--- src/hdl/mem_stage_defines.svh ---
`ifndef MEM_STAGE_DEFINES_SVH
`define MEM_STAGE_DEFINES_SVH

// Width of a data word in bits.
`define MEM_XLEN 32

// Width of the byte address carried on the request ports.
`define MEM_ADDR_W 32

// Log2 of the RAM depth in words. Any value from 4 to 12 works.
// Address bits above the RAM index are ignored, so the memory aliases.
`define MEM_RAM_AW 8

// Byte lanes per data word.
`define MEM_LANES (`MEM_XLEN / 8)

`endif
--- src/hdl/mem_stage_pkg.sv ---
package mem_stage_pkg;

    // Store codes as carried in funct3 of an RV32I store.
    typedef enum logic [2:0]
    {
        sb = 3'd0,  // Store byte.
        sh = 3'd1,  // Store halfword.
        sw = 3'd2   // Store word.
    } store_funct3_t;

    // Load codes as carried in funct3 of an RV32I load.
    typedef enum logic [2:0]
    {
        lb  = 3'd0, // Load byte, sign-extended.
        lh  = 3'd1, // Load halfword, sign-extended.
        lw  = 3'd2, // Load word.
        lbu = 3'd4, // Load byte, zero-extended.
        lhu = 3'd5  // Load halfword, zero-extended.
    } load_funct3_t;

    // Access width shared by the control block and both align blocks.
    typedef enum logic [1:0]
    {
        size_byte = 2'd0,
        size_half = 2'd1,
        size_word = 2'd2
    } access_size_t;

endpackage : mem_stage_pkg

--- src/hdl/mem_ctrl.sv ---
`include "mem_stage_defines.svh"

module mem_ctrl
(
    input  logic                        clk,
    input  logic                        arst_n,
    input  logic                        req,
    input  logic                        is_store,
    input  logic [2:0]                  funct3,
    input  logic [`MEM_ADDR_W-1:0]      addr,
    output mem_stage_pkg::access_size_t size,
    output logic [1:0]                  offset,
    output logic                        ram_we,
    output logic [`MEM_RAM_AW-1:0]      index,
    output mem_stage_pkg::access_size_t rsp_size,
    output logic [1:0]                  rsp_offset,
    output logic                        rsp_signed,
    input  logic [`MEM_XLEN-1:0]        load_data,
    output logic                        resp,
    output logic                        fault,
    output logic [`MEM_XLEN-1:0]        rdata
);

    import mem_stage_pkg::*;

    logic code_ok;                                   // Funct3 names a real access.
    logic req_signed;                                // Load needs sign extension.
    logic misaligned;
    logic bad;                                       // Request must fault.
    logic load_ok_q;                                 // Previous request was a good load.

    always_comb
    begin
        size       = size_word;
        req_signed = 1'b0;
        code_ok    = 1'b1;
        if (is_store)
        begin
            case (store_funct3_t'(funct3))
                sb:      size = size_byte;
                sh:      size = size_half;
                sw:      size = size_word;
                default: code_ok = 1'b0;
            endcase
        end
        else
        begin
            case (load_funct3_t'(funct3))
                lb:
                begin
                    size       = size_byte;
                    req_signed = 1'b1;
                end
                lh:
                begin
                    size       = size_half;
                    req_signed = 1'b1;
                end
                lw:      size = size_word;
                lbu:     size = size_byte;
                lhu:     size = size_half;
                default: code_ok = 1'b0;
            endcase
        end
    end

    // Halfwords need an even address, words a multiple of four.
    assign misaligned = ((size == size_half) && addr[0]) ||
                        ((size == size_word) && (addr[1:0] != 2'b00));
    assign bad        = misaligned || !code_ok;

    assign offset = addr[1:0];
    assign index  = addr[`MEM_RAM_AW+1:2];           // Upper address bits alias.
    assign ram_we = req && is_store && !bad;         // A faulting store writes nothing.

    always_ff @(posedge clk or negedge arst_n)
    begin
        if (!arst_n)
        begin
            resp      <= 1'b0;
            fault     <= 1'b0;
            load_ok_q <= 1'b0;
        end
        else
        begin
            resp      <= req;
            fault     <= req && bad;
            load_ok_q <= req && !is_store && !bad;
        end
    end

    // Held for load_align while the RAM read completes.
    always_ff @(posedge clk)
    begin
        if (req)
        begin
            rsp_size   <= size;
            rsp_offset <= addr[1:0];
            rsp_signed <= req_signed;
        end
    end

    assign rdata = load_ok_q ? load_data : '0;       // Stores and faults return zero.

endmodule : mem_ctrl

--- config.mk ---
export PLATFORM = sky130hd
export DESIGN_NAME = mem_ctrl
export DESIGN_NICKNAME = d
export VERILOG_FILES = /design/src/hdl/mem_stage_pkg.sv /design/src/hdl/mem_ctrl.sv
export VERILOG_INCLUDE_DIRS = /design/src /design/src/hdl
export SDC_FILE = /design/constraint.sdc
export NUM_CORES = 1
export LEC_CHECK = 0
export ABC_AREA = 1
export BUFFER_PORTS_ARGS = -buffer_cell sky130_fd_sc_hd__buf_4
export CAP_MARGIN = 40
export CORE_MARGIN = 4
export CORE_UTILIZATION = 23
export CTS_CLUSTER_SIZE = 40
export DETAILED_ROUTE_END_ITERATION = 16
export GPL_TIMING_DRIVEN = 0
export PLACE_DENSITY_LB_ADDON = 0.12
export SETUP_SLACK_MARGIN = 0.2
export SLEW_MARGIN = 20
export SYNTH_ARGS = -nofsm -noshare
export SYNTH_HDL_FRONTEND = slang
export SYNTH_SLANG_ARGS = --single-unit
--- constraint.sdc ---
create_clock -name clk -period 0.8 [get_ports clk]
set_input_delay 0.16 -clock clk [delete_from_list [all_inputs] [get_ports clk]]
set_output_delay 0.16 -clock clk [all_outputs]
set_load 0.01 [all_outputs]
==> qor.yml <==
pwr:
  p_int_w: 0.00104
  peakVddDrop_uv: 890
  switching_share_pct: 26.7
  p_clk_share_pct: 23.7
  p_leak_nw: 1.00
  powerDensity_nw_per_um2: 888
  comb_power_share_pct: 42.0
  power.switching_w: 0.000380
  power_w: 0.00142
  p_seq_share_pct: 34.3
synth:
  synth_warnings: 0
  syn-num-nets: 173
  synthCells: 102
  synth_area_sq_um: 659
  synth_seq_cells: 8
  syn_avg_cell_area_sq_um: 6.46
  ys_types: 11
  synth-seq-area-share_pct: 34.2
die:
  die_w_microns: 61.5
  rows: 19
  dieArea_sq_um: 3790
  ios: 123
  fp.coreArea_sq_um: 2760
  die_h_microns: 61.5
  start_util_pct: 23.9
placed_design:
  port_buffers: 92
  dpl_cell_area_sq_um: 1400
  placedCellCount: 225
  place_congestion: 0.674
  hpwl_microns: 2220
final_layout:
  area_delta_synth_final_pct: 143
  antenna_cells: 0
  final_area_sq_um: 1600
  final_common_cell: "buf_4"
  layout.cells.non_filler: 237
  drive_above_1_share_pct: 77.2
  layout_common_cells: "87 x buf_4, 33 x inv_2, 31 x nand2_1, 22 x buf_6, 6 x nand2_2"
  nNetsFinal: 278
routing:
  drcViolationCount: 0
  drtIter0Drc: 30
  vias_per_cell: 3.87
  wl_microns: 2650
  firstDrtPassIters: 4
  ant_nets: 0
  drt-wirelength-per-cell_microns: 11.2
  num_vias: 917
timing:
  fmax_mhz: 805
  rsz0062_at_grt: "true"
  hold_viol_final: 0
  tightest_slew_ns: 0.167
  slew_headroom_pct: 88.8
  drv_slew: 0
  period_share_pct: 155
  setup_ws_ns: -0.442
  fin_crit_ns: 1.24
  fin_tns_setup_ns: -14.56
  whs_ns: 0.0804
  finalSetupViolations: 41
clock_tree:
  cts_buffers: 3
  htreeDepth: 1
  cts_tree: "yes"
  cts.clk_slew.worst_paths_ns: 0.06
  numClockSinks: 8
  clockBufferDepth: 2
  root_buffer: "clkbuf_4"
run_status:
  status: "finished, violations left"
  violations: "setup timing"
worst_setup_path:
  arrival_ns: 1.08
  start_kind: "flop"
  setup.worst_path.start: "load_ok_q"
  worstSetupPathType: "flop to primary output"
  critPathRequiredTime_ns: 0.64
  critPathMaxFanout: 10
  cp-end-kind: "primary output"
worst_hold_path:
  hold_class: "input pin to flop"
  min_from: "addr[0]"
global_route:
  grt_overflow_total: 0
  grt_pass1_vias: 723
  grt_usage_pct: 10.8
  grt_pass1_wl_microns: 3080
  grt_max_degree: 11
  antenna_found_initial: 0
job:
  max-cap-violations: 0
-- state kept, by name, indices dropped and copies added, names as in the netlist --
| register | flops |
|---|---|
| load_ok_q | 1 |
| fault | 1 |
| resp | 1 |
| rsp_signed | 1 |
| rsp_offset | 2 |
| rsp_size | 2 |
-- metal layers --
metal / GRT usage, % / share of wire [%] / up-vias
met2: 20.5 / 51 / 61
met3: 3.14 / 16 / 4
met5: 0 / 0 / -
li1: - / - / 475
met1: 10.9 / 32 / 377
met4: 4.55 / 0.76 / 0
-- worst paths after layout --
kind / end / slack, ns / cells past startpoint
max: rdata[9] / -0.44 / 4
min: rsp_offset[0] / 0.08 / 1
max in group asynchronous: load_ok_q / 0.47 / 2
min in group asynchronous: resp / 0.23 / 2
-- kinds of logic after synthesis --
kind of cell | after synthesis | share of synthesized area (%)
AO/OA/AOI/OAI | 3 | 3.99
buffers and inverters | 48 | 36.4
flip-flops | 8 | 34.2
AND/OR/NAND/NOR | 43 | 25.4
-- worst max-delay path, stage by stage, from the launching register on --
cell	delay (ns)
dfrtp_2	0.44
buf_6	0.15
nand2_1	0.07
inv_2	0.03
buf_4	0.13
-- what timing repair did --
item | CTS | global route
pin swaps | 7 | 4
hold buffers | 1 | 0
hold endpoints to repair | 3 | 0
resized for setup | 19 | 12
setup endpoints to repair | 44 | 46
gates cloned | 0 | 0
setup buffers | 5 | 2
-- metrics by stage --
stage | setup slack, ns | utilization (%)
floorplan | -0.0323 | -
global placement | -0.189 | 50.9
global route | -0.485 | 58.0
finish | -0.442 | 58.0
CTS | -0.452 | 56.1
detailed placement | -0.189 | 50.9
-- power groups by stage --
stage	combinational [W]	sequential (W)	clock, W
floorplan	0.000170	0.000505	0
global placement	0.000511	0.000489	0
detailed placement	0.000516	0.000491	0
CTS	0.000576	0.000487	0.000350
global route	0.000642	0.000489	0.000368
finish	0.000598	0.000487	0.000337
-- final cells by class --
type	instances	area (sq um)
fillers	258	1160
repair buffers	100	840
flip-flops and latches	8	226
multi-input cells	46	221
inverters	35	131
plain buffers	13	116
well taps	31	38.8
clock buffers	4	26.3
-- synth_stat cells --
master	instances	area share (%)
a21oi_2	3	4.0
nor2_1	4	2.3
or2_1	1	0.95
dfrtp_1	3	11
nand2_2	1	0.95
edfxtp_1	5	23
nand2_1	36	20
nor3_1	1	0.76
inv_1	35	20
buf_4	10	11
buf_6	3	5.1
(Power assumes the default switching activity.)
