===== src/hdl/mem_stage_defines.svh =====
`ifndef MEM_STAGE_DEFINES_SVH
`define MEM_STAGE_DEFINES_SVH

// Width of a data word in bits.
`define MEM_XLEN 32

// Width of the byte address carried on the request ports.
`define MEM_ADDR_W 32

// Log2 of the RAM depth in words. Any value from 4 to 12 works.
// Address bits above the RAM index are ignored, so the memory aliases.
`define MEM_RAM_AW 8

// Byte lanes per data word.
`define MEM_LANES (`MEM_XLEN / 8)

`endif

===== src/hdl/mem_stage_pkg.sv =====
package mem_stage_pkg;

    // Store codes as carried in funct3 of an RV32I store.
    typedef enum logic [2:0]
    {
        sb = 3'd0,  // Store byte.
        sh = 3'd1,  // Store halfword.
        sw = 3'd2   // Store word.
    } store_funct3_t;

    // Load codes as carried in funct3 of an RV32I load.
    typedef enum logic [2:0]
    {
        lb  = 3'd0, // Load byte, sign-extended.
        lh  = 3'd1, // Load halfword, sign-extended.
        lw  = 3'd2, // Load word.
        lbu = 3'd4, // Load byte, zero-extended.
        lhu = 3'd5  // Load halfword, zero-extended.
    } load_funct3_t;

    // Access width shared by the control block and both align blocks.
    typedef enum logic [1:0]
    {
        size_byte = 2'd0,
        size_half = 2'd1,
        size_word = 2'd2
    } access_size_t;

endpackage : mem_stage_pkg


===== src/hdl/store_align.sv =====
`include "mem_stage_defines.svh"

module store_align
(
    input  mem_stage_pkg::access_size_t size,
    input  logic [1:0]                  offset,
    input  logic [`MEM_XLEN-1:0]        data_in,
    output logic [`MEM_XLEN-1:0]        lane_data,
    output logic [`MEM_LANES-1:0]       byte_en
);

    import mem_stage_pkg::*;

    always_comb
    begin
        lane_data = '0;                              // Unused lanes stay zero.
        byte_en   = '0;
        case (size)
            size_byte:
            begin
                case (offset)
                    2'b00:
                    begin
                        lane_data = {24'b0, data_in[7:0]};
                        byte_en   = 4'b0001;
                    end
                    2'b01:
                    begin
                        lane_data = {16'b0, data_in[7:0], 8'b0};
                        byte_en   = 4'b0010;
                    end
                    2'b10:
                    begin
                        lane_data = {8'b0, data_in[7:0], 16'b0};
                        byte_en   = 4'b0100;
                    end
                    default:
                    begin
                        lane_data = {data_in[7:0], 24'b0};
                        byte_en   = 4'b1000;
                    end
                endcase
            end
            size_half:
            begin
                if (offset[1])                       // Upper half of the word.
                begin
                    lane_data = {data_in[15:0], 16'b0};
                    byte_en   = 4'b1100;
                end
                else
                begin
                    lane_data = {16'b0, data_in[15:0]};
                    byte_en   = 4'b0011;
                end
            end
            default:
            begin
                lane_data = data_in;                 // A word fills all lanes.
                byte_en   = 4'b1111;
            end
        endcase
    end

endmodule : store_align


===== config.mk =====
export PLATFORM = sky130hd
export DESIGN_NAME = store_align
export DESIGN_NICKNAME = d
export VERILOG_FILES = /design/src/hdl/mem_stage_pkg.sv /design/src/hdl/store_align.sv
export VERILOG_INCLUDE_DIRS = /design/src /design/src/hdl
export SDC_FILE = /design/constraint.sdc
export NUM_CORES = 1
export LEC_CHECK = 0
export CORE_ASPECT_RATIO = 1.1
export CORE_MARGIN = 2
export CORE_UTILIZATION = 32
export DETAILED_ROUTE_END_ITERATION = 16
export DONT_BUFFER_PORTS = 1
export GPL_TIMING_DRIVEN = 0
export PLACE_DENSITY_LB_ADDON = 0.25
export SLEW_MARGIN = 5
export SYNTH_ARGS = -nofsm -noshare
export SYNTH_HDL_FRONTEND = slang
export SYNTH_SLANG_ARGS = --single-unit

===== constraint.sdc =====
create_clock -name vclk -period 0.83
set_clock_uncertainty 0.05 [all_clocks]
set_input_delay 0.0415 -clock vclk [all_inputs]
set_output_delay 0.0415 -clock vclk [all_outputs]
set_load 0.02 [all_outputs]

==> key figures, run 1 <==
Run status
  • Status: finished with violations
  • Failing checks: setup timing

Worst setup path
  • Bufs and invs on worst path: 2
  • Worst Setup Start Kind: primary input
  • Crit-path cells: buf_12, nor3b_4, buf_6, nand2_2, o21ai_4
  • CP top delay family: simple AND/OR/NAND/NOR gates
  • CP required: approximately 0.74 ns
  • Largest stage delay on the critical path: 0.22 ns
  • Slowest cell on the critical path: nor3b_4
  • Crit path DAT: between 0.8 and 0.9 ns
  • CP Max Fanout: 5
  • Setup crit end kind: primary output
  • WS Path Type: primary input to primary output

Yosys
  • Net Count, Synth: 114
  • Yosys synthesis warning count: 0
  • Synth area leaders: a22o_1 15%, o21ai_0 15%, nand2_1 13%
  • Biggest area consumer among synthesized cells: a22o_1
  • Post-synth top area share: 0.148
  • Synthesized area: 474 um2
  • Seq/Total Area, Yosys: 0
  • Syn avg cell area: 6.08 um2
  • Post-Syn Instances: 78
  • Count of different cell masters after synthesis: 18

Layout
  • Design area: 860 um2
  • Antenna Cells: 0
  • Fillers: 135
  • Clkbuf count: 0
  • FFs & Latches: 0
  • Non-Filler Instances: 103
  • Share of cells above drive strength 1: 0.690
  • Area grow syn2layout: 81.3%
  • Register area: 0 um2
  • Nets: 125
  • Multi-input gate area: 679 um2

Run
  • Max Cap Viol: 0

Drt
  • Final ANT Viol Nets: 0
  • DRT Pass-1 Iters: 4
  • Via count: 687
  • Initial DRC count: 22
  • Vias per inst: 6.67
  • Total wire length: 2160 um
  • Residual DRC count: 0
  • WL per Instance: roughly 21 um

Pwr
  • Reg power frac: 0
  • Static leakage: between 0.3 and 0.4 nW
  • Internal: 0.220 mW
  • Tot Pwr: 0.578 mW
  • Combinational Power Share: 1.000
  • Worst vdd ir: 0.278 mV
  • P per Cell Area: around 670 mW/mm2
  • Switching share of total power: 0.619
  • NetSw: 0.358 mW
  • Clock power share: 0

STA
  • Crit path time final: 0.935 ns
  • Fin. Hold Viols: 0
  • Slew Viols, Final: 0
  • Fmax: ~1100 MHz
  • Least-Margin Pin Slew: ~0.45 ns
  • Setup-failing EPs final: 20
  • Final period utilization: 1.13
  • Final worst slack: -0.105 ns
  • Max_slew headroom: 0.700
  • RSZ-0062 raised after global routing: true

Die
  • Initial core utilization: 0.343
  • Die area: 0.00181 mm2
  • Core area: 0.00138 mm2
  • IO Pins: slightly above 70
  • Die Ht: 44.4 um
  • Die width: 40.7 um
  • Row cnt: 14

Placed design
  • Port Buffers: 0
  • Cell Area, Placed: between 600 and 700 um2
  • Cells after DPL: 94
  • Half-perimeter wire length after placement: 1460 um
  • Global placement routability congestion: 0.601

Global routing
  • Largest net degree at the start of global routing: 11
  • Gr ovfl total: 0
  • Initial antenna violation count: 0
  • First-pass GRT wire length: 2860 um
  • Tot GR Track Use: 0.219
  • Vias in the first global route: 614

Worst hold path
  • Worst Hold Class: primary input to primary output

CTS
  • Hold_buf cts: 0
## cell families after synthesis
group	share of synthesized area
AOI/OAI and AO/OA	0.536
and+or+nand+nor	0.367
buffers and inverters	0.0976
## worst paths after layout
path / startpoint / endpoint / slack [ns] / depth (start not counted)
worst max-delay path: size[1] / lane_data[9] / -0.10 / 5
worst min-delay path: data_in[4] / lane_data[12] / 0.15 / 2
## power by group through the flow
stage	registers, mW	clock network (mW)	logic, mW
floorplan	0	0	0.429
global placement	0	0	0.476
detailed placement	0	0	0.478
CTS	0	0	0.518
global route	0	0	0.606
finish	0	0	0.578
## layer usage
layer,vias up,global-route usage,share of wire,wire length (um)
met2,37,0.390,0.54,1170
met4,0,0,0,0
met5,-,0,0,0
li1,308,-,-,-
met1,342,0.300,0.40,859
met3,0,0.0101,0.063,135
## synthesized netlist by cell type, types with 2 or more instances
master / count
o21bai_1: 3
a22oi_1: 4
nand2_1: 16
o21ai_1: 2
a222oi_1: 4
inv_1: 5
buf_2: 4
o21ai_0: 14
nor2b_1: 2
clkbuf_1: 2
and2_1: 8
a22o_1: 8
## per-stage QoR
| stage | setup TNS (ns) | hold WS [ns] | util | setup WS, ns |
|---|---|---|---|---|
| after floorplan | -0.454 | 0.131 | - | -0.0522 |
| after global placement | -3.34 | 0.159 | 0.459 | -0.233 |
| after detailed placement | -3.41 | 0.163 | 0.459 | -0.224 |
| after CTS | -1.16 | 0.145 | 0.524 | -0.102 |
| after global routing | -1.82 | 0.155 | 0.621 | -0.152 |
| final | -0.895 | 0.148 | 0.621 | -0.105 |
## layout by cell type, fill, tap and decap left out
master,instances
o21ai_4,8
and2_2,8
nor3_4,1
nand2_4,5
and3b_2,1
buf_12,1
o21ai_1,8
inv_1,5
buf_4,8
a222oi_1,4
a22o_4,5
nand2_2,7
nor2b_4,2
nor2_1,1
a22o_2,2
o21bai_1,3
nor3b_4,1
o21bai_4,1
nand2_1,4
a22oi_2,4
nor4bb_1,1
clkbuf_2,1
buf_6,5
a22o_1,1
## layout make-up
| type | count | area share |
|---|---|---|
| timing repair buffer | 10 | 0.100 |
| tap | 16 | 0.0233 |
| inverter | 5 | 0.0218 |
| multi-input combinational | 67 | 0.790 |
| buffer | 5 | 0.0640 |
## timing repair
item / CTS / global route
setup endpoints to repair: 32 / 32
pin swaps: 8 / 18
gates resized for setup: 19 / 31
setup buffers: 6 / 4
Note: power is estimated with default switching activity, not from simulation.
==> run 2, diff against run 1 <==
Settings changed: ABC_AREA from default to 1, SETUP_SLACK_MARGIN from default to 0.02.
==> key figures, run 2 <==
Run status
  • Status: complete, no violations

Global routing
  • Largest net degree at the start of global routing: 11 (unchanged)
  • First-pass GRT wire length: 3640 um (+27%)
  • Busiest grt layer: met2
  • Gr ovfl total: 0 (unchanged)
  • GRT met3 Usage: 0.0495 (+0.0394)
  • Initial antenna violation count: 0 (unchanged)
  • Tot GR Track Use: 0.194 (-0.0253)
  • GRT met2 Usage: 0.331 (-0.0594)
  • Vias in the first global route: 820 (+34%)
  • GR Util met1: 0.236 (-0.0639)

Yosys
  • Post-synth top area share: 0.285 (+0.137)
  • Syn avg cell area: 4.82 um2 (-21%)
  • Post-Synth Simple-Gate Area: 0.802 (+0.436)
  • Post-synthesis mux area share: 0 (unchanged)
  • Biggest area consumer among synthesized cells: nand2_1
  • Synth area leaders: nand2_1 28%, nand3_1 23%, nor2_1 10%
  • Post-Syn Instances: 134 (+72%)
  • Net Count, Synth: 170 (+49%)
  • Seq/Total Area, Yosys: 0 (unchanged)
  • Synth Area in Adders: 0 (unchanged)
  • Most common cell in the netlist: nand2_1
  • Count of different cell masters after synthesis: 15 (-3)
  • Complex-gate fraction of the synthesized area: 0.0155 (-0.520)
  • XOR/XNOR Fraction of Synth Area: 0 (unchanged)
  • Post-synth top cells: 49 x nand2_1, 30 x nand3_1, 18 x nor2_1
  • Synthesized area: 646 um2 (+36%)
  • Yosys synthesis warning count: 0 (unchanged)
  • Largest family of logic cells by synthesized area: simple AND/OR/NAND/NOR gates

Die
  • IO Pins: 72 (unchanged)
  • Die width: 46.8 um (+15%)
  • Die area: 0.00239 mm2 (+32%)
  • Row cnt: 17 (+3)
  • Initial core utilization: 0.330 (-0.0128)
  • Die Ht: 51.1 um (+15%)
  • Core area: 0.00196 mm2 (+41%)

Placed design
  • Half-perimeter wire length after placement: 1790 um (+22%)
  • Global placement routability congestion: 0.764 (+27%)
  • Cells after DPL: 162 (+72%)
  • Port Buffers: 0 (unchanged)
  • Worst slack, placed: -0.0808 ns (+0.143 ns)
  • Cell Area, Placed: 681 um2 (+7.1%)

Pwr
  • Tot Pwr: 0.602 mW (+4.0%)
  • Worst vdd ir: 0.278 mV (about the same)
  • P per Cell Area: 682 mW/mm2 (+1.4%)
  • Combinational Power Share: 1.000 (about the same)
  • NetSw: 0.446 mW (+25%)
  • Internal: 0.156 mW (-29%)
  • Switching share of total power: 0.741 (+0.122)
  • Clock power share: 0 (unchanged)
  • Static leakage: 0.456 nW (+22%)
  • Reg power frac: 0 (unchanged)

Layout
  • Nets: 173 (+38%)
  • FFs & Latches: 0 (unchanged)
  • Most frequent cells in the layout: 33 x nand2_1, 24 x nand3_1, 17 x nand2_2, 14 x inv_1
  • Clkbuf count: 0 (unchanged)
  • Area grow syn2layout: 36.6%
  • Commonest non-fill, non-tap cell in the layout: nand2_1
  • Register area: 0 um2 (unchanged)
  • Non-Filler Instances: 163 (+58%)
  • Share of cells above drive strength 1: 0.370 (-0.319)
  • Antenna Cells: 0 (unchanged)
  • Design area: 882 um2 (+2.6%)

Worst setup path
  • Crit path DAT: 0.74 ns (-0.10 ns)
  • Crit-path cells: buf_6, nor2_8, buf_8, nand2_1, nand3_4
  • Largest stage delay on the critical path: 0.19 ns (-0.03 ns)
  • Setup crit end kind: primary output
  • CP required: 0.74 ns (about the same)
  • WS Path Type: primary input to primary output
  • Worst Setup Start Kind: primary input
  • CP Max Fanout: 10 (+5)
  • Slowest cell on the critical path: nor2_8

STA
  • Least-Margin Pin Slew: 0.323 ns (-0.126 ns)
  • Final period utilization: 0.998 (-0.128)
  • Max_slew headroom: 0.784 (+0.0838)
  • Min Hold Slack: 0.180 ns (+0.0315 ns)
  • Fin. Hold Viols: 0 (unchanged)
  • Fmax: 1210 MHz (+13%)
  • Setup-failing EPs final: 0 (-100%)
  • Slew Viols, Final: 0 (unchanged)
  • Final worst slack: 0.00183 ns (+0.107 ns)
  • RSZ-0062 raised after global routing: true
  • Crit path time final: 0.828 ns (-0.107 ns)

Worst hold path
  • Worst Hold Class: primary input to primary output

Drt
  • Via count: 883 (+29%)
  • WL per Instance: 15.6 um (-26%)
  • DRT Pass-1 Iters: 4 (unchanged)
  • Total wire length: 2540 um (+18%)
  • Final ANT Viol Nets: 0 (unchanged)
  • Initial DRC count: 26 (+18%)
  • Vias per inst: 5.42 (-19%)
  • Residual DRC count: 0 (unchanged)

CTS
  • Hold_buf cts: 0 (unchanged)
  • Setup bufs post-CTS: 0 (-6)

Run
  • Max Cap Viol: 0 (unchanged)
run 2: changes by cell type after synthesis, sizes merged, moves of 5 or more:
cell,before,now
nand2,16,52
nand3,0,33
nor2,1,20
o21ai,16,0
inv,5,17
a22o,8,0
and2,8,0
nand4,0,5
run 2: critical path, delay by kind of cell:
family / cells / cell delay [ns]
buffers and inverters: 2 / 0.29
AND/OR/NAND/NOR: 3 / 0.40
run 2: logic make-up (layout without fill, tap and decap cells):
kind of cell | count (synthesis) | in the layout
AND/OR/NAND/NOR | 110 | 111
buffers and inverters | 22 | 22
AO/OA/AOI/OAI | 2 | 2
run 2: per-layer routing:
layer	part of all wire	wire [um]
met4	0.011	29
met1	0.37	942
met2	0.53	1340
met5	0	0
met3	0.092	233
run 2: through the flow:
stage           util  setup TNS [ns]
2_1_floorplan      -               0
3_3_place_gp   0.348          -0.495
3_5_place_dp   0.348          -0.656
4_1_cts        0.393          -0.178
5_1_grt        0.451          -0.478
6_report       0.451               0
run 2: timing repair:
action	4_1_cts	5_1_grt
pin swaps	0	2
gates cloned	0	1
endpoints found under the setup margin	17	36
endpoints found under the hold margin	0	0
gates resized for setup	24	26
run 2: worst paths after layout:
kind / endpoint / slack, ns / startpoint / cells after the start
worst min-delay path: lane_data[17] / 0.18 / data_in[17] / 2
worst max-delay path: lane_data[29] / 0.002 / size[1] / 5
run 2: power by group through the flow:
stage	Clock [mW]	Sequential, mW	Combinational, mW
global route	0	0	0.645
finish	0	0	0.602
floorplan	0	0	0.426
global placement	0	0	0.479
CTS	0	0	0.535
detailed placement	0	0	0.484
run 2: area by class of cell:
type	instances	area, um2
Fill cell	220	1070
Buffer	5	53.8
Multi-Input combinational cell	113	724
Inverter	17	68.8
Tap cell	28	35.0
==> run 3, diff against run 2 <==
Settings changed: SETUP_SLACK_MARGIN 0.02 to default.
==> key figures, run 3 (synthesis gave the netlist of run 2 again) <==
Worst setup path
  • Crit-path cells: buf_6, inv_1, nand3_2, nand2_2, nor2_2
  • CP Max Fanout: 7 (-3)
  • Slowest cell on the critical path: nor2_2
  • Worst Setup Start Kind: primary input
  • Setup crit end kind: primary output
  • CP required: 0.74 ns (about the same)
  • Largest stage delay on the critical path: 0.25 ns (+0.06 ns)
  • Crit path DAT: 0.74 ns (about the same)
  • WS Path Type: primary input to primary output

Global routing
  • Initial antenna violation count: 0 (unchanged)
  • First-pass GRT wire length: 3490 um (-4.0%)
  • Vias in the first global route: 771 (-6.0%)
  • Tot GR Track Use: 0.187 (-0.00691)
  • Largest net degree at the start of global routing: 11 (unchanged)
  • Gr ovfl total: 0 (unchanged)

STA
  • Max_slew headroom: 0.793 (+0.00867)
  • Final worst slack: 0.00103 ns (-0.000800 ns)
  • Slew Viols, Final: 0 (unchanged)
  • Fin. Hold Viols: 0 (unchanged)
  • RSZ-0062 raised after global routing: true
  • Fmax: 1210 MHz (about the same)
  • Least-Margin Pin Slew: 0.310 ns (-0.0130 ns)
  • Setup-failing EPs final: 0 (unchanged)
  • Final period utilization: 0.999 (about the same)
  • Crit path time final: 0.829 ns (+0.000800 ns)

Placed design
  • Cells after DPL: 162 (unchanged)
  • Worst slack, placed: -0.0808 ns (unchanged)
  • Global placement routability congestion: 0.764 (unchanged)
  • Half-perimeter wire length after placement: 1790 um (unchanged)
  • Port Buffers: 0 (unchanged)

Layout
  • FFs & Latches: 0 (unchanged)
  • Antenna Cells: 0 (unchanged)
  • Most frequent cells in the layout: 34 x nand2_1, 24 x nand3_1, 17 x nand2_2, 14 x inv_1, 10 x nor2_1
  • Share of cells above drive strength 1: 0.360 (-0.0101)
  • Multi-input gate area: 647 um2 (-11%)
  • Clkbuf count: 0 (unchanged)
  • Post-Route Utilization: 0.414 (-0.0371)
  • Fillers: 236 (+7.3%)
  • Nets: 174 (+0.58%)
  • Non-Filler Instances: 164 (+0.61%)
  • Area grow syn2layout: 25.4%
  • Register area: 0 um2 (unchanged)
  • Commonest non-fill, non-tap cell in the layout: nand2_1

Worst hold path
  • Worst Hold Class: primary input to primary output

Drt
  • Total wire length: 2500 um (-1.7%)
  • Vias per inst: 5.48 (+1.2%)
  • Initial DRC count: 18 (-31%)
  • Via count: 899 (+1.8%)
  • WL per Instance: 15.2 um (-2.3%)
  • Final ANT Viol Nets: 0 (unchanged)
  • DRT Pass-1 Iters: 4 (unchanged)
  • Residual DRC count: 0 (unchanged)

Die
  • Initial core utilization: 0.330 (unchanged)
  • Core area: 0.00196 mm2 (unchanged)
  • Row cnt: 17 (unchanged)
  • Die Ht: 51.1 um (unchanged)
  • IO Pins: 72 (unchanged)
  • Die width: 46.8 um (unchanged)
  • Die area: 0.00239 mm2 (unchanged)

Run
  • Max Cap Viol: 0 (unchanged)

Run status
  • Status: complete, no violations

Pwr
  • P per Cell Area: 689 mW/mm2 (+1.1%)
  • Static leakage: 0.453 nW (-0.69%)
  • Tot Pwr: 0.558 mW (-7.3%)
  • Worst vdd ir: 0.248 mV (-11%)

CTS
  • Hold_buf cts: 0 (unchanged)
[run 3: cell count changes in the layout (fill, tap and decap cells not counted), sizes merged]
cell,previous run,this run
buf,5,6
[run 3: metal layers]
metal / up-vias / wire (um) / global-route usage
li1: 433 / - / -
met1: 403 / 969 / 0.223
met2: 57 / 1270 / 0.333
met3: 6 / 226 / 0.0530
met4: 0 / 30 / 0.0139
met5: - / 0 / 0
[run 3: layout make-up]
class	instances	share of cell area
Inverter	17	0.0819
Tap cell	28	0.0433
Buffer	5	0.0665
Multi-Input combinational cell	113	0.799
Timing Repair Buffer	1	0.00927
[run 3: worst max-delay path, delay by kind of cell]
family        cells  cell delay (ns)
simple gates      3             0.49
buf+inv           2             0.21
[run 3: final timing paths]
kind / from / endpoint / slack (ns) / cells after the start
max: size[0] / lane_data[4] / 0.001 / 5
min: data_in[1] / lane_data[1] / 0.17 / 2
[run 3: per-stage QoR]
stage               setup TNS [ns]  hold slack [ns]  instance area (um2)
finish                           0            0.168                  810
global route                -0.305            0.174                  810
global placement            -0.495            0.182                  681
CTS                         -0.552            0.183                  713
floorplan                        0            0.174                  646
detailed placement          -0.656            0.183                  681
[run 3: power breakdown]
| group | leakage, nW | internal (mW) | switching, mW |
|---|---|---|---|
| registers | 0 | 0 | 0 |
| clock network | 0 | 0 | 0 |
| logic | 0.453 | 0.139 | 0.419 |
[run 3: what timing repair did]
item,CTS,global route
setup buffers,0,1
cloned,0,1
resized for setup,7,28
endpoints found under the setup margin,15,33
pin swaps,0,2
