<file path="src/hdl/mem_stage_defines.svh">
`ifndef MEM_STAGE_DEFINES_SVH
`define MEM_STAGE_DEFINES_SVH

// Width of a data word in bits.
`define MEM_XLEN 32

// Width of the byte address carried on the request ports.
`define MEM_ADDR_W 32

// Log2 of the RAM depth in words. Any value from 4 to 12 works.
// Address bits above the RAM index are ignored, so the memory aliases.
`define MEM_RAM_AW 8

// Byte lanes per data word.
`define MEM_LANES (`MEM_XLEN / 8)

`endif
</file>
<file path="src/hdl/mem_stage_pkg.sv">
package mem_stage_pkg;

    // Store codes as carried in funct3 of an RV32I store.
    typedef enum logic [2:0]
    {
        sb = 3'd0,  // Store byte.
        sh = 3'd1,  // Store halfword.
        sw = 3'd2   // Store word.
    } store_funct3_t;

    // Load codes as carried in funct3 of an RV32I load.
    typedef enum logic [2:0]
    {
        lb  = 3'd0, // Load byte, sign-extended.
        lh  = 3'd1, // Load halfword, sign-extended.
        lw  = 3'd2, // Load word.
        lbu = 3'd4, // Load byte, zero-extended.
        lhu = 3'd5  // Load halfword, zero-extended.
    } load_funct3_t;

    // Access width shared by the control block and both align blocks.
    typedef enum logic [1:0]
    {
        size_byte = 2'd0,
        size_half = 2'd1,
        size_word = 2'd2
    } access_size_t;

endpackage : mem_stage_pkg

</file>
<file path="src/hdl/load_align.sv">
`include "mem_stage_defines.svh"

module load_align
(
    input  mem_stage_pkg::access_size_t size,
    input  logic [1:0]                  offset,
    input  logic                        is_signed,
    input  logic [`MEM_XLEN-1:0]        word_in,
    output logic [`MEM_XLEN-1:0]        data_out
);

    import mem_stage_pkg::*;

    logic [7:0]  byte_sel;                           // Byte picked by the offset.
    logic [15:0] half_sel;                           // Halfword picked by offset bit 1.

    always_comb
    begin
        case (offset)
            2'b00:   byte_sel = word_in[7:0];
            2'b01:   byte_sel = word_in[15:8];
            2'b10:   byte_sel = word_in[23:16];
            default: byte_sel = word_in[31:24];
        endcase
    end

    assign half_sel = offset[1] ? word_in[31:16] : word_in[15:0];

    always_comb
    begin
        case (size)
            size_byte:
            begin
                if (is_signed)
                    data_out = {{24{byte_sel[7]}}, byte_sel};   // Replicate the sign bit.
                else
                    data_out = {24'b0, byte_sel};
            end
            size_half:
            begin
                if (is_signed)
                    data_out = {{16{half_sel[15]}}, half_sel};
                else
                    data_out = {16'b0, half_sel};
            end
            default:
            begin
                data_out = word_in;                  // Words need no extension.
            end
        endcase
    end

endmodule : load_align

</file>
<file path="config.mk">
export PLATFORM = sky130hd
export DESIGN_NAME = load_align
export DESIGN_NICKNAME = d
export VERILOG_FILES = /design/src/hdl/mem_stage_pkg.sv /design/src/hdl/load_align.sv
export VERILOG_INCLUDE_DIRS = /design/src /design/src/hdl
export SDC_FILE = /design/constraint.sdc
export NUM_CORES = 1
export LEC_CHECK = 0
export ABC_AREA = 1
export BUFFER_PORTS_ARGS = -buffer_cell sky130_fd_sc_hd__clkbuf_2
export CORE_ASPECT_RATIO = 1.2
export CORE_MARGIN = 8
export CORE_UTILIZATION = 39
export DETAILED_ROUTE_END_ITERATION = 10
export GPL_TIMING_DRIVEN = 0
export PLACE_DENSITY = 0.95
export SYNTH_ARGS = -nofsm -noshare
export SYNTH_HDL_FRONTEND = slang
export SYNTH_SLANG_ARGS = --single-unit
</file>
<file path="constraint.sdc">
create_clock -name vclk -period 1.2
set_clock_uncertainty 0.05 [all_clocks]
set_input_delay 0.12 -clock vclk [all_inputs]
set_output_delay 0.12 -clock vclk [all_outputs]
set_load 0.05 [all_outputs]
</file>
==> summary.txt, run 1 <==
Status
  – Status: did not finish
  – Failing step: global routing (5_1_grt)
  – Stop err: [ERROR DPL-0038] Utilization greater than 100%, impossible to legalize

Synth
  – Largest family of logic cells by synthesized area: simple AND/OR/NAND/NOR gates
  – Post-synthesis area per instance: 4.700 sq um
  – Syn Std Cell Area: 733.2 sq um
  – Compound-Gate Fraction of Synth Area: 0.1433
  – Post-synth cell types: 16
  – Cells after synthesis: 156
  – Syn_nets: 193
  – Sequential element share of the synthesized area: 0
  – Warnings, synthesis: 0
  – Adder-Cell Fraction of Synth Area: 0
  – Synth Area in Simple Gates: 0.6894
  – XOR/XNOR share of the synthesized area: 0
  – Mux share of post-synthesis cell area: 0

Die
  – Die Span Y: 63.50 microns
  – # rows: 17
  – Initial core utilization: 0.4055
  – Boundary Pins: 69
  – Die Span X: 55.58 microns

Global routing
  – Largest net degree at the start of global routing: 11

Placed design
  – Placement Cell Area: 1241 sq um
  – IO buf count: 68
  – Placer congestion estimate: 0.8641
  – Dpl hpwl: 2624 microns

Timing
  – Worst Endpoint after GRT Repair: data_out[27]
  – WEP type: output port

Clock network
  – CTS Hold Bufs: 0
[cell families after synthesis]
family / after synthesis
AO/OA/AOI/OAI: 17
buffers and inverters: 24
AND/OR/NAND/NOR: 115
[through the flow]
stage                     cells  setup WS, ns  utilization  hold slack, ns
after detailed placement    243       -0.3900       0.6865          0.6412
after global placement      243       -0.3723       0.6865          0.6350
after floorplan             156       -0.2187            -          0.4283
after CTS                   246       -0.1803       0.9315          0.5741
[cells in the mapped netlist]
| master | instances | area (sq um) |
|---|---|---|
| nand2_1 | 83 | 311.6 |
| nand3_1 | 25 | 125.1 |
| inv_1 | 11 | 41.29 |
| a21oi_1 | 7 | 35.03 |
| o211ai_1 | 7 | 52.55 |
| buf_6 | 4 | 45.04 |
| clkbuf_1 | 4 | 15.01 |
| inv_2 | 3 | 11.26 |
| nand3_2 | 3 | 30.03 |
| buf_2 | 2 | 10.01 |
| nor2_1 | 2 | 7.510 |
| nand4_4 | 1 | 21.27 |
| nor3_2 | 1 | 10.01 |
| o21a_1 | 1 | 7.510 |
| o21ai_0 | 1 | 5.000 |
| o21ai_1 | 1 | 5.000 |
[what timing repair did]
item / 4_1_cts
pin swaps: 14
setup buffers: 1
gates resized for setup: 87
cloned: 2
endpoints found under the hold margin: 0
endpoints found under the setup margin: 32
==> inputs of run 2 (changes only) <==
Settings changed: CORE_AREA set to 8 8 69 71, CORE_ASPECT_RATIO 1.2 to unset, CORE_MARGIN 8 to unset, CORE_UTILIZATION 39 to unset, DIE_AREA set to 0 0 77 79, PLACE_DENSITY 0.95 to unset, PLACE_DENSITY_LB_ADDON set to 0.15.
==> run 2 against run 1 <==
  * The flow now finishes, with violations (setup timing)
  * Area after synthesis unchanged
  * Synthesized cell count unchanged
==> summary.txt, run 2 <==
Synth
  – Adder-Cell Fraction of Synth Area: 0 (unchanged)
  – Syn Std Cell Area: 733.2 sq um (unchanged)
  – Syn_nets: 193 (unchanged)
  – Mux share of post-synthesis cell area: 0 (unchanged)
  – Synth Area in Simple Gates: 0.6894 (unchanged)
  – Post-synthesis area per instance: 4.700 sq um (unchanged)
  – Area leader, netlist: nand2_1 (unchanged)
  – Post-synth cell types: 16 (unchanged)
  – Warnings, synthesis: 0 (unchanged)
  – Area share of the largest cell type after synthesis: 0.4249 (unchanged)
  – Cells after synthesis: 156 (unchanged)
  – Sequential element share of the synthesized area: 0 (unchanged)
  – XOR/XNOR share of the synthesized area: 0 (unchanged)
  – Compound-Gate Fraction of Synth Area: 0.1433 (unchanged)
  – Most numerous cell in the Yosys netlist: nand2_1 (unchanged)
  – Largest family of logic cells by synthesized area: simple AND/OR/NAND/NOR gates (unchanged)
  – Top post-synthesis cells by area: nand2_1 (42%), nand3_1 (17%), o211ai_1 (7.2%), buf_6 (6.1%), inv_1 (5.6%) (unchanged)
  – Post-synth top cells: nand2_1 (83), nand3_1 (25), inv_1 (11) (unchanged)

Timing
  – Final setup violation count: 32
  – Post-route setup TNS: -4.850 ns
  – Least-Margin Pin Slew: 0.4966 ns
  – Setup ws final: -0.2092 ns
  – Unrepaired setup endpoints after global routing: yes
  – Crit share post-route: 1.174
  – Fin. Hold Viols: 0
  – Final min period: 1.409 ns
  – Max Clock Freq: 709.6 MHz
  – Hold Worst Slack: 0.5532 ns
  – Max-slew violations: 0
  – Rel. slew slack: 0.6689

Routing
  – Via count: 1,330
  – Metal2 WL: 2495 microns
  – Top sig layer: met4
  – Iteration-0 DRC Markers: 46
  – Residual DRC: 0
  – DRT met1 WL: 1701 microns
  – Met3 WL post-DR: 240 microns
  – Antenna-violating nets left: 0
  – Final wirelength: 4450 microns
  – Detailed Routing Iterations Pass 1: 4
  – WL/cell: 15.40 microns
  – Routed vias/inst: 4.602

Power
  – Leak: 1.120 nW
  – Pwr dens: 608.4 nW/um^2
  – Peak VDD IR: 0.2437 mV
  – Cell Int Power: 0.5047 mW
  – Logic pwr share: 1.000
  – Psw: 0.7033 mW
  – Sw Ratio: 0.5822
  – Flop pwr share: 0
  – Clock group share of total power: 0

Worst hold path
  – Class of the worst hold path: in2out
  – Hold path endpoint: data_out[13]
  – Hold depth: 4
  – Hold Crit Start: word_in[13]

Critical path
  – Critical Path RT: 1.03 ns
  – Setup crit end kind: output port
  – Setup crit start kind: input port
  – Worst Path Arrival: 1.24 ns
  – Crit Path Max Fanout: 8
  – Crit Path Category: in2out

Placed design
  – Dpl cells: 274 (was 243)
  – Dpl hpwl: 3021 microns (was 2624 microns)
  – IO buf count: 68 (unchanged)
  – Placement Cell Area: 1280 sq um (was 1241 sq um)
  – Placer congestion estimate: 0.7512 (was 0.8641)

Die
  – # rows: 23 (was 17)
  – Boundary Pins: 69 (unchanged)
  – Die area: 6083 sq um
  – Core Area: 3799 sq um
  – Die Span X: 77 microns (was 55.58 microns)
  – Initial core utilization: 0.1930 (was 0.4055)
  – Die Span Y: 79 microns (was 63.50 microns)

Global routing
  – Global-route wire length before repair: 6713 microns
  – Global route overflow: 0
  – Vias in the first global route: 1,436
  – Largest net degree at the start of global routing: 11
  – Gr usage total: 0.1284
  – Initial antenna violation count: 0

Layout
  – Fillers: 388
  – Clkbuf count: 0
  – Fin util: 0.5227
  – Sequential cell area: 0 sq um
  – Share of cells above drive strength 1: 0.5732
  – Area delta synth->final: 170.8%
  – Seq Cell Count: 0
  – Most frequent cells in the layout: nand2_1 (76), clkbuf_2 (36), buf_8 (22), nand3_2 (13), nand3_4 (13)
  – Finished Cell Area: 1986 sq um
  – Commonest non-fill, non-tap cell in the layout: nand2_1
  – Ant. Diodes: 0
  – Multi-input gate area: 875.8 sq um
  – NumNets Final: 278
  – Finished Layout Cells: 289

Job
  – Max-capacitance violation count: 0

Status
  – Status: finished, violations left (was did not finish)
  – Violated checks: setup timing
[run 2: how the worst max path moves through the flow]
| stage | startpoint | endpoint | slack (ns) | cells after the start |
|---|---|---|---|---|
| after floorplan | offset[1] | data_out[5] | -0.22 | 6 |
| after detailed placement | size[1] | data_out[22] | -0.42 | 8 |
| final | offset[1] | data_out[25] | -0.21 | 9 |
| after CTS | offset[1] | data_out[27] | -0.19 | 9 |
| after global placement | offset[1] | data_out[22] | -0.43 | 7 |
| after global routing | offset[1] | data_out[19] | -0.27 | 9 |
[run 2: kinds of logic (layout without fill, tap and decap cells)]
family          count (synthesis)  count (layout)
simple gates                  115             115
compound gates                 17              17
buf+inv                        24             107
[run 2: through the flow]
stage | setup WS (ns) | total power, mW
4_1_cts | -0.1876 | 1.087
3_3_place_gp | -0.4285 | 0.8491
5_1_grt | -0.2670 | 1.274
2_1_floorplan | -0.2187 | 0.6195
6_report | -0.2092 | 1.208
3_5_place_dp | -0.4206 | 0.8478
[run 2: critical path, stage by stage]
cell,delay (ns)
buf_8,0.11
inv_6,0.08
nand2_2,0.08
nand2_1,0.09
nand3_2,0.12
nand3_4,0.20
clkbuf_16,0.19
nand3_4,0.07
clkbuf_16,0.18
[run 2: layout make-up]
type	instances	share of cell area
multi-input cells	132	0.4411
plain buffers	10	0.06805
repair buffers	83	0.4291
inverters	14	0.03025
well taps	50	0.03151
[run 2: layer usage]
metal / vias to the layer above / global-route usage
met3: 2 / 0.02596
met5: - / 0
met4: 0 / 0.01132
li1: 677 / -
met1: 614 / 0.1385
met2: 37 / 0.2583
[run 2: timing repair]
item | in CTS | in global routing
setup buffers | 7 | 5
resized for setup | 89 | 42
endpoints found under the setup margin | 32 | 32
gates cloned | 0 | 3
hold buffers | 0 | 0
pin swaps | 5 | 13
[run 2: power by group through the flow]
stage / logic (mW) / registers (mW) / clock network [mW]
floorplan: 0.619 / 0 / 0
global placement: 0.849 / 0 / 0
detailed placement: 0.848 / 0 / 0
CTS: 1.09 / 0 / 0
global route: 1.27 / 0 / 0
finish: 1.21 / 0 / 0
(Power assumes the default switching activity.)
==> inputs of run 3 (changes only) <==
Settings changed: ABC_AREA 1 to unset.
==> run 3 against run 2 <==
  * The run still ends with setup timing left
  * Worst setup slack worse by 0.16 ns
  * First-iteration DRC count decreased by 28%
  * Core utilization fell by 0.89 points
  * Non-clock buffer count is 2 higher
  * Cell area fell by 1.7%
  * Synthesized cell count is 26% lower
  * Count of clock-buffer cells in the layout unchanged
  * Highest routed layer is now met3
==> summary.txt, run 3 <==
Status
  – Status: finished, violations left (unchanged)
  – Violated checks: setup timing (unchanged)

Critical path
  – Worst path max stage delay: 0.30 ns (was 0.20 ns)
  – Setup crit start: offset[0] (was offset[1])
  – Critical Path RT: 1.03 ns (about the same)
  – Setup crit start kind: input port (unchanged)
  – Slowest stage cell, crit path: mux2_4 (was nand3_4)
  – Crit Path Max Fanout: 5 (was 8)
  – Crit Path Category: in2out (unchanged)
  – CP bufs+invs: 4 (unchanged)
  – Worst Path Arrival: 1.40 ns (was 1.24 ns)
  – Cell family with most CP delay: buffers and inverters (unchanged)
  – Setup crit end kind: output port (unchanged)
  – CP dominant cell by count: buf_8
  – CP cell instances: buf_8 -> mux2_4 -> a32oi_4 -> buf_4 -> buf_8 -> o211ai_4 -> clkbuf_8 (was buf_8 -> inv_6 -> nand2_2 -> nand2_1 -> nand3_2 -> nand3_4 -> clkbuf_16 -> nand3_4 -> clkbuf_16)

Power
  – Peak VDD IR: 0.2832 mV (was 0.2437 mV)
  – Leak: 0.8753 nW (was 1.120 nW)
  – Pwr dens: 616.4 nW/um^2 (was 608.4 nW/um^2)

Synth
  – Syn Std Cell Area: 875.8 sq um (was 733.2 sq um)
  – Warnings, synthesis: 0 (unchanged)
  – Syn_nets: 152 (was 193)
  – Area share of the largest cell type after synthesis: 0.1714 (was 0.4249)
  – Most numerous cell in the Yosys netlist: nand2_1 (unchanged)
  – Post-synthesis area per instance: 7.616 sq um (was 4.700 sq um)
  – Post-synth cell types: 20 (was 16)
  – Sequential element share of the synthesized area: 0 (unchanged)
  – Cells after synthesis: 115 (was 156)
  – Area leader, netlist: mux2i_1 (was nand2_1)
  – Post-synth top cells: nand2_1 (25), mux2i_1 (15), o211ai_2 (10) (was nand2_1 (83), nand3_1 (25), inv_1 (11))
  – Top post-synthesis cells by area: mux2i_1 (17%), o211ai_2 (14%), nand2_1 (11%), o221ai_1 (8.0%), a22oi_1 (7.7%) (was nand2_1 (42%), nand3_1 (17%), o211ai_1 (7.2%), buf_6 (6.1%), inv_1 (5.6%))

Die
  – Initial core utilization: 0.2306 (was 0.1930)
  – Boundary Pins: 69 (unchanged)
  – Die area: 6083 sq um (unchanged)
  – Core Area: 3799 sq um (unchanged)
  – # rows: 23 (unchanged)
  – Die Span Y: 79 microns (unchanged)
  – Die Span X: 77 microns (unchanged)

Layout
  – Clkbuf count: 0 (unchanged)
  – Sequential cell area: 0 sq um (unchanged)
  – Ant. Diodes: 0 (unchanged)
  – Commonest non-fill, non-tap cell in the layout: clkbuf_2 (was nand2_1)
  – Fin util: 0.5138 (was 0.5227)
  – Area delta synth->final: 122.9% (was 170.8%)
  – Most frequent cells in the layout: clkbuf_2 (35), nand2_1 (25), buf_8 (21), clkbuf_8 (17), mux2i_1 (13) (was nand2_1 (76), clkbuf_2 (36), buf_8 (22), nand3_2 (13), nand3_4 (13))
  – Seq Cell Count: 0 (unchanged)
  – NumNets Final: 233 (was 278)
  – Share of cells above drive strength 1: 0.6495 (was 0.5732)

Global routing
  – Global route overflow: 0 (unchanged)
  – Vias in the first global route: 1,343 (was 1,436)
  – Largest net degree at the start of global routing: 11 (unchanged)
  – Global-route wire length before repair: 6934 microns (was 6713 microns)
  – Initial antenna violation count: 0 (unchanged)
  – Gr usage total: 0.1337 (was 0.1284)

Timing
  – Unrepaired setup endpoints after global routing: yes (unchanged)
  – Final setup violation count: 32 (unchanged)
  – Rel. slew slack: 0.6466 (was 0.6689)
  – Max-slew violations: 0 (unchanged)
  – Final min period: 1.574 ns (was 1.409 ns)
  – Crit share post-route: 1.311 (was 1.174)
  – Post-route setup TNS: -9.540 ns (was -4.850 ns)
  – Least-Margin Pin Slew: 0.5300 ns (was 0.4966 ns)
  – Setup ws final: -0.3738 ns (was -0.2092 ns)
  – Max Clock Freq: 635.4 MHz (was 709.6 MHz)
  – Hold Worst Slack: 0.5571 ns (was 0.5532 ns)
  – Fin. Hold Viols: 0 (unchanged)

Routing
  – Residual DRC: 0 (unchanged)
  – Routed vias/inst: 5.176 (was 4.602)
  – Final wirelength: 4376 microns (was 4450 microns)
  – Detailed Routing Iterations Pass 1: 4 (unchanged)
  – WL/cell: 17.93 microns (was 15.40 microns)
  – Antenna-violating nets left: 0 (unchanged)
  – Via count: 1,263 (was 1,330)
  – Iteration-0 DRC Markers: 33 (was 46)

Worst hold path
  – Class of the worst hold path: in2out (unchanged)
  – Hold Crit Start: word_in[5] (was word_in[13])

Placed design
  – Dpl ws: -0.5768 ns (was -0.4206 ns)
  – IO buf count: 67 (was 68)
  – Placer congestion estimate: 0.7690 (was 0.7512)
  – Dpl hpwl: 3138 microns (was 3021 microns)

Job
  – Max-capacitance violation count: 0 (unchanged)

Clock network
  – CTS Hold Bufs: 0 (unchanged)
run 3: changes by cell type after synthesis, moves of 3 or more:
cell,previous run,this run
a21oi_1,7,0
a22oi_1,0,9
inv_1,11,1
inv_2,3,0
mux2i_1,0,15
nand2_1,83,25
nand3_1,25,0
nand3_2,3,0
nor2b_1,0,9
o211ai_2,0,10
o221ai_1,0,8
o22a_1,0,7
run 3: worst paths after layout:
path | slack, ns | to | cells past startpoint
max | -0.37 | data_out[29] | 7
min | 0.56 | data_out[5] | 3
run 3: cell families after synthesis:
family,synth area share
AO/OA/AOI/OAI,0.4729
AND/OR/NAND/NOR,0.2000
buffers and inverters,0.1300
multiplexers,0.1971
run 3: metrics by stage:
stage,area (sq um),power (mW),std cells
2_1_floorplan,1013,0.6827,115
3_3_place_gp,1411,0.9037,232
3_5_place_dp,1411,0.9098,232
4_1_cts,1913,1.158,243
5_1_grt,1952,1.260,244
6_report,1952,1.203,244
run 3: layout make-up:
class                           instances  area, sq um
Multi-Input combinational cell         97        935.9
Buffer                                 15        163.9
Timing Repair Buffer                   80        782.0
Tap cell                               50        62.56
Inverter                                2        7.507
Fill cell                             356         1847
run 3: where the power goes:
| part | switching, mW | leakage, nW | internal (mW) |
|---|---|---|---|
| logic | 0.690 | 0.875 | 0.513 |
| clock network | 0 | 0 | 0 |
| registers | 0 | 0 | 0 |
run 3: metal layers:
| layer | track usage | part of all wire | wire length (microns) | up-vias |
|---|---|---|---|---|
| li1 | - | - | - | 603 |
| met1 | 0.1644 | 0.43 | 1895 | 622 |
| met2 | 0.2447 | 0.50 | 2201 | 38 |
| met3 | 0.03160 | 0.064 | 279 | 0 |
| met4 | 0 | 0 | 0 | 0 |
| met5 | 0 | 0 | 0 | - |
run 3: timing repair:
action	4_1_cts	5_1_grt
pin swaps	11	1
setup endpoints to repair	32	32
gates resized for setup	90	23
buffers inserted	9	2
endpoints found under the hold margin	0	0
cloned	3	0
==> inputs of run 4 (changes only) <==
Settings changed: BUFFER_PORTS_ARGS -buffer_cell sky130_fd_sc_hd__clkbuf_2 to unset, DONT_BUFFER_PORTS set to 1, SLEW_MARGIN set to 20.
==> run 4 against run 3 <==
  * The run still ends with setup timing left
  * Die area unchanged
  * Via count fell by 18%
  * Cell count shrank 23%
  * Total power down 21%
  * Hold slack worse by 0.16 ns
  * Fmax down 12%
  * Non-clock buffer count shrank 57
  * Cell area fell by 20%
  * Largest cell class is now multi-input combinational cells
  * Highest routed layer is now met4
==> summary.txt, run 4 (same netlist as run 3, synthesis figures left out) <==
Status
  – Status: finished, violations left (unchanged)
  – Violated checks: setup timing (unchanged)

Layout
  – Commonest non-fill, non-tap cell in the layout: nand2_1 (was clkbuf_2)
  – Clkbuf count: 0 (unchanged)
  – Fin util: 0.4111 (was 0.5138)
  – Finished Layout Cells: 187 (was 244)
  – Share of cells above drive strength 1: 0.5839 (was 0.6495)
  – Seq Cell Count: 0 (unchanged)
  – Ant. Diodes: 0 (unchanged)
  – Most frequent cells in the layout: nand2_1 (25), buf_4 (14), mux2i_1 (12), o211ai_4 (10) (was clkbuf_2 (35), nand2_1 (25), buf_8 (21), clkbuf_8 (17), mux2i_1 (13))
  – Area delta synth->final: 78.29% (was 122.9%)
  – Sequential cell area: 0 sq um (unchanged)
  – Finished Cell Area: 1562 sq um (was 1952 sq um)
  – NumNets Final: 176 (was 233)

Timing
  – Crit share post-route: 1.494 (was 1.311)
  – Post-route setup TNS: -11.27 ns (was -9.540 ns)
  – Max Clock Freq: 557.9 MHz (was 635.4 MHz)
  – Setup ws final: -0.5925 ns (was -0.3738 ns)
  – Unrepaired setup endpoints after global routing: yes (unchanged)
  – Final min period: 1.793 ns (was 1.574 ns)
  – Fin. Hold Viols: 0 (unchanged)
  – Rel. slew slack: 0.2600 (was 0.6466)
  – Hold Worst Slack: 0.4000 ns (was 0.5571 ns)
  – Least-Margin Pin Slew: 1.105 ns (was 0.5300 ns)
  – Final setup violation count: 32 (unchanged)
  – Max-slew violations: 0 (unchanged)

Power
  – Total power: 0.9538 mW (was 1.203 mW)
  – Pwr dens: 610.9 nW/um^2 (was 616.4 nW/um^2)
  – Peak VDD IR: 0.2154 mV (was 0.2832 mV)
  – Leak: 0.5774 nW (was 0.8753 nW)

Global routing
  – Initial antenna violation count: 0 (unchanged)
  – Global route overflow: 0 (unchanged)
  – Gr usage total: 0.1308 (was 0.1337)
  – Largest net degree at the start of global routing: 11 (unchanged)
  – Vias in the first global route: 1,136 (was 1,343)
  – Global-route wire length before repair: 6479 microns (was 6934 microns)

Critical path
  – Worst path max stage delay: 0.86 ns (was 0.30 ns)
  – Setup crit end kind: output port (unchanged)
  – Crit Path Category: in2out (unchanged)
  – Setup crit start kind: input port (unchanged)
  – CP cell instances: buf_12 -> nor2b_1 -> buf_4 -> a32oi_4 -> buf_6 -> o211ai_1 (was buf_8 -> mux2_4 -> a32oi_4 -> buf_4 -> buf_8 -> o211ai_4 -> clkbuf_8)
  – Cell family with most CP delay: compound AO/OA/AOI/OAI gates (was buffers and inverters)
  – CP bufs+invs: 3 (was 4)
  – Critical Path RT: 1.03 ns (about the same)
  – Crit Path Max Fanout: 7 (was 5)
  – Worst Path Arrival: 1.62 ns (was 1.40 ns)
  – Slowest stage cell, crit path: o211ai_1 (was mux2_4)

Clock network
  – CTS Hold Bufs: 0 (unchanged)

Die
  – Die Span Y: 79 microns (unchanged)
  – Die Span X: 77 microns (unchanged)
  – Initial core utilization: 0.2306 (unchanged)
  – Core Area: 3799 sq um (unchanged)
  – # rows: 23 (unchanged)
  – Die area: 6083 sq um (unchanged)
  – Boundary Pins: 69 (unchanged)

Placed design
  – Dpl hpwl: 3068 microns (was 3138 microns)
  – IO buf count: 0 (was 67)
  – Dpl cells: 165 (was 232)
  – Dpl ws: -0.7743 ns (was -0.5768 ns)
  – Placer congestion estimate: 0.7312 (was 0.7690)
  – Placement Cell Area: 1076 sq um (was 1411 sq um)

Routing
  – WL/cell: 23.15 microns (was 17.93 microns)
  – Iteration-0 DRC Markers: 55 (was 33)
  – Detailed Routing Iterations Pass 1: 4 (unchanged)
  – Final wirelength: 4329 microns (was 4376 microns)
  – Routed vias/inst: 5.540 (was 5.176)
  – Residual DRC: 0 (unchanged)
  – Via count: 1,036 (was 1,263)
  – Antenna-violating nets left: 0 (unchanged)

Worst hold path
  – Hold depth: 1 (was 3)
  – Hold Crit Start: word_in[5] (unchanged)
  – Class of the worst hold path: in2out (unchanged)
  – Hold path endpoint: data_out[5] (unchanged)

Job
  – Max-capacitance violation count: 0 (unchanged)
==> run 4: changes by cell type in the layout (fill, tap and decap cells not counted), moves of 5 or more <==
cell	previous run	this run
a22oi_2	0	7
clkbuf_2	35	1
o221ai_2	8	1
buf_8	21	5
buf_4	9	14
o221ai_4	0	7
clkbuf_8	17	1
a22oi_1	9	2
==> run 4: report_power, final <==
| group | switching, mW | leakage [nW] | internal (mW) |
|---|---|---|---|
| Combinational | 0.636 | 0.577 | 0.318 |
| Clock | 0 | 0 | 0 |
| Sequential | 0 | 0 | 0 |
| Total | 0.636 | 0.577 | 0.318 |
==> run 4: area by class of cell <==
cell class	count	area (sq um)
Tap cell	50	62.56
Timing Repair Buffer	24	249.0
Fill cell	385	2237
Inverter	2	8.758
Buffer	14	165.2
Multi-Input combinational cell	97	1076
==> run 4: what timing repair did <==
action | in CTS | in global routing
gates cloned | 2 | 0
endpoints found under the hold margin | 0 | 0
setup buffers | 15 | 8
setup endpoints to repair | 32 | 32
pin swaps | 16 | 20
gates resized for setup | 38 | 26
==> run 4: worst max-delay path by stage <==
stage / startpoint / end / slack, ns / depth (start not counted)
6_report: size[1] / data_out[20] / -0.59 / 6
5_1_grt: size[1] / data_out[20] / -0.62 / 6
3_3_place_gp: offset[1] / data_out[20] / -0.75 / 6
3_5_place_dp: offset[1] / data_out[20] / -0.77 / 6
4_1_cts: size[1] / data_out[20] / -0.60 / 6
2_1_floorplan: offset[1] / data_out[16] / -0.57 / 6
==> run 4: routing by layer <==
metal / vias to the layer above / share of wire / track usage / routed length (microns)
met5: - / 0 / 0 / 0
met2: 39 / 0.50 / 0.2302 / 2158
met3: 3 / 0.10 / 0.05418 / 432
met4: 0 / 0.0044 / 0 / 19
li1: 489 / - / - / -
met1: 505 / 0.40 / 0.1542 / 1718
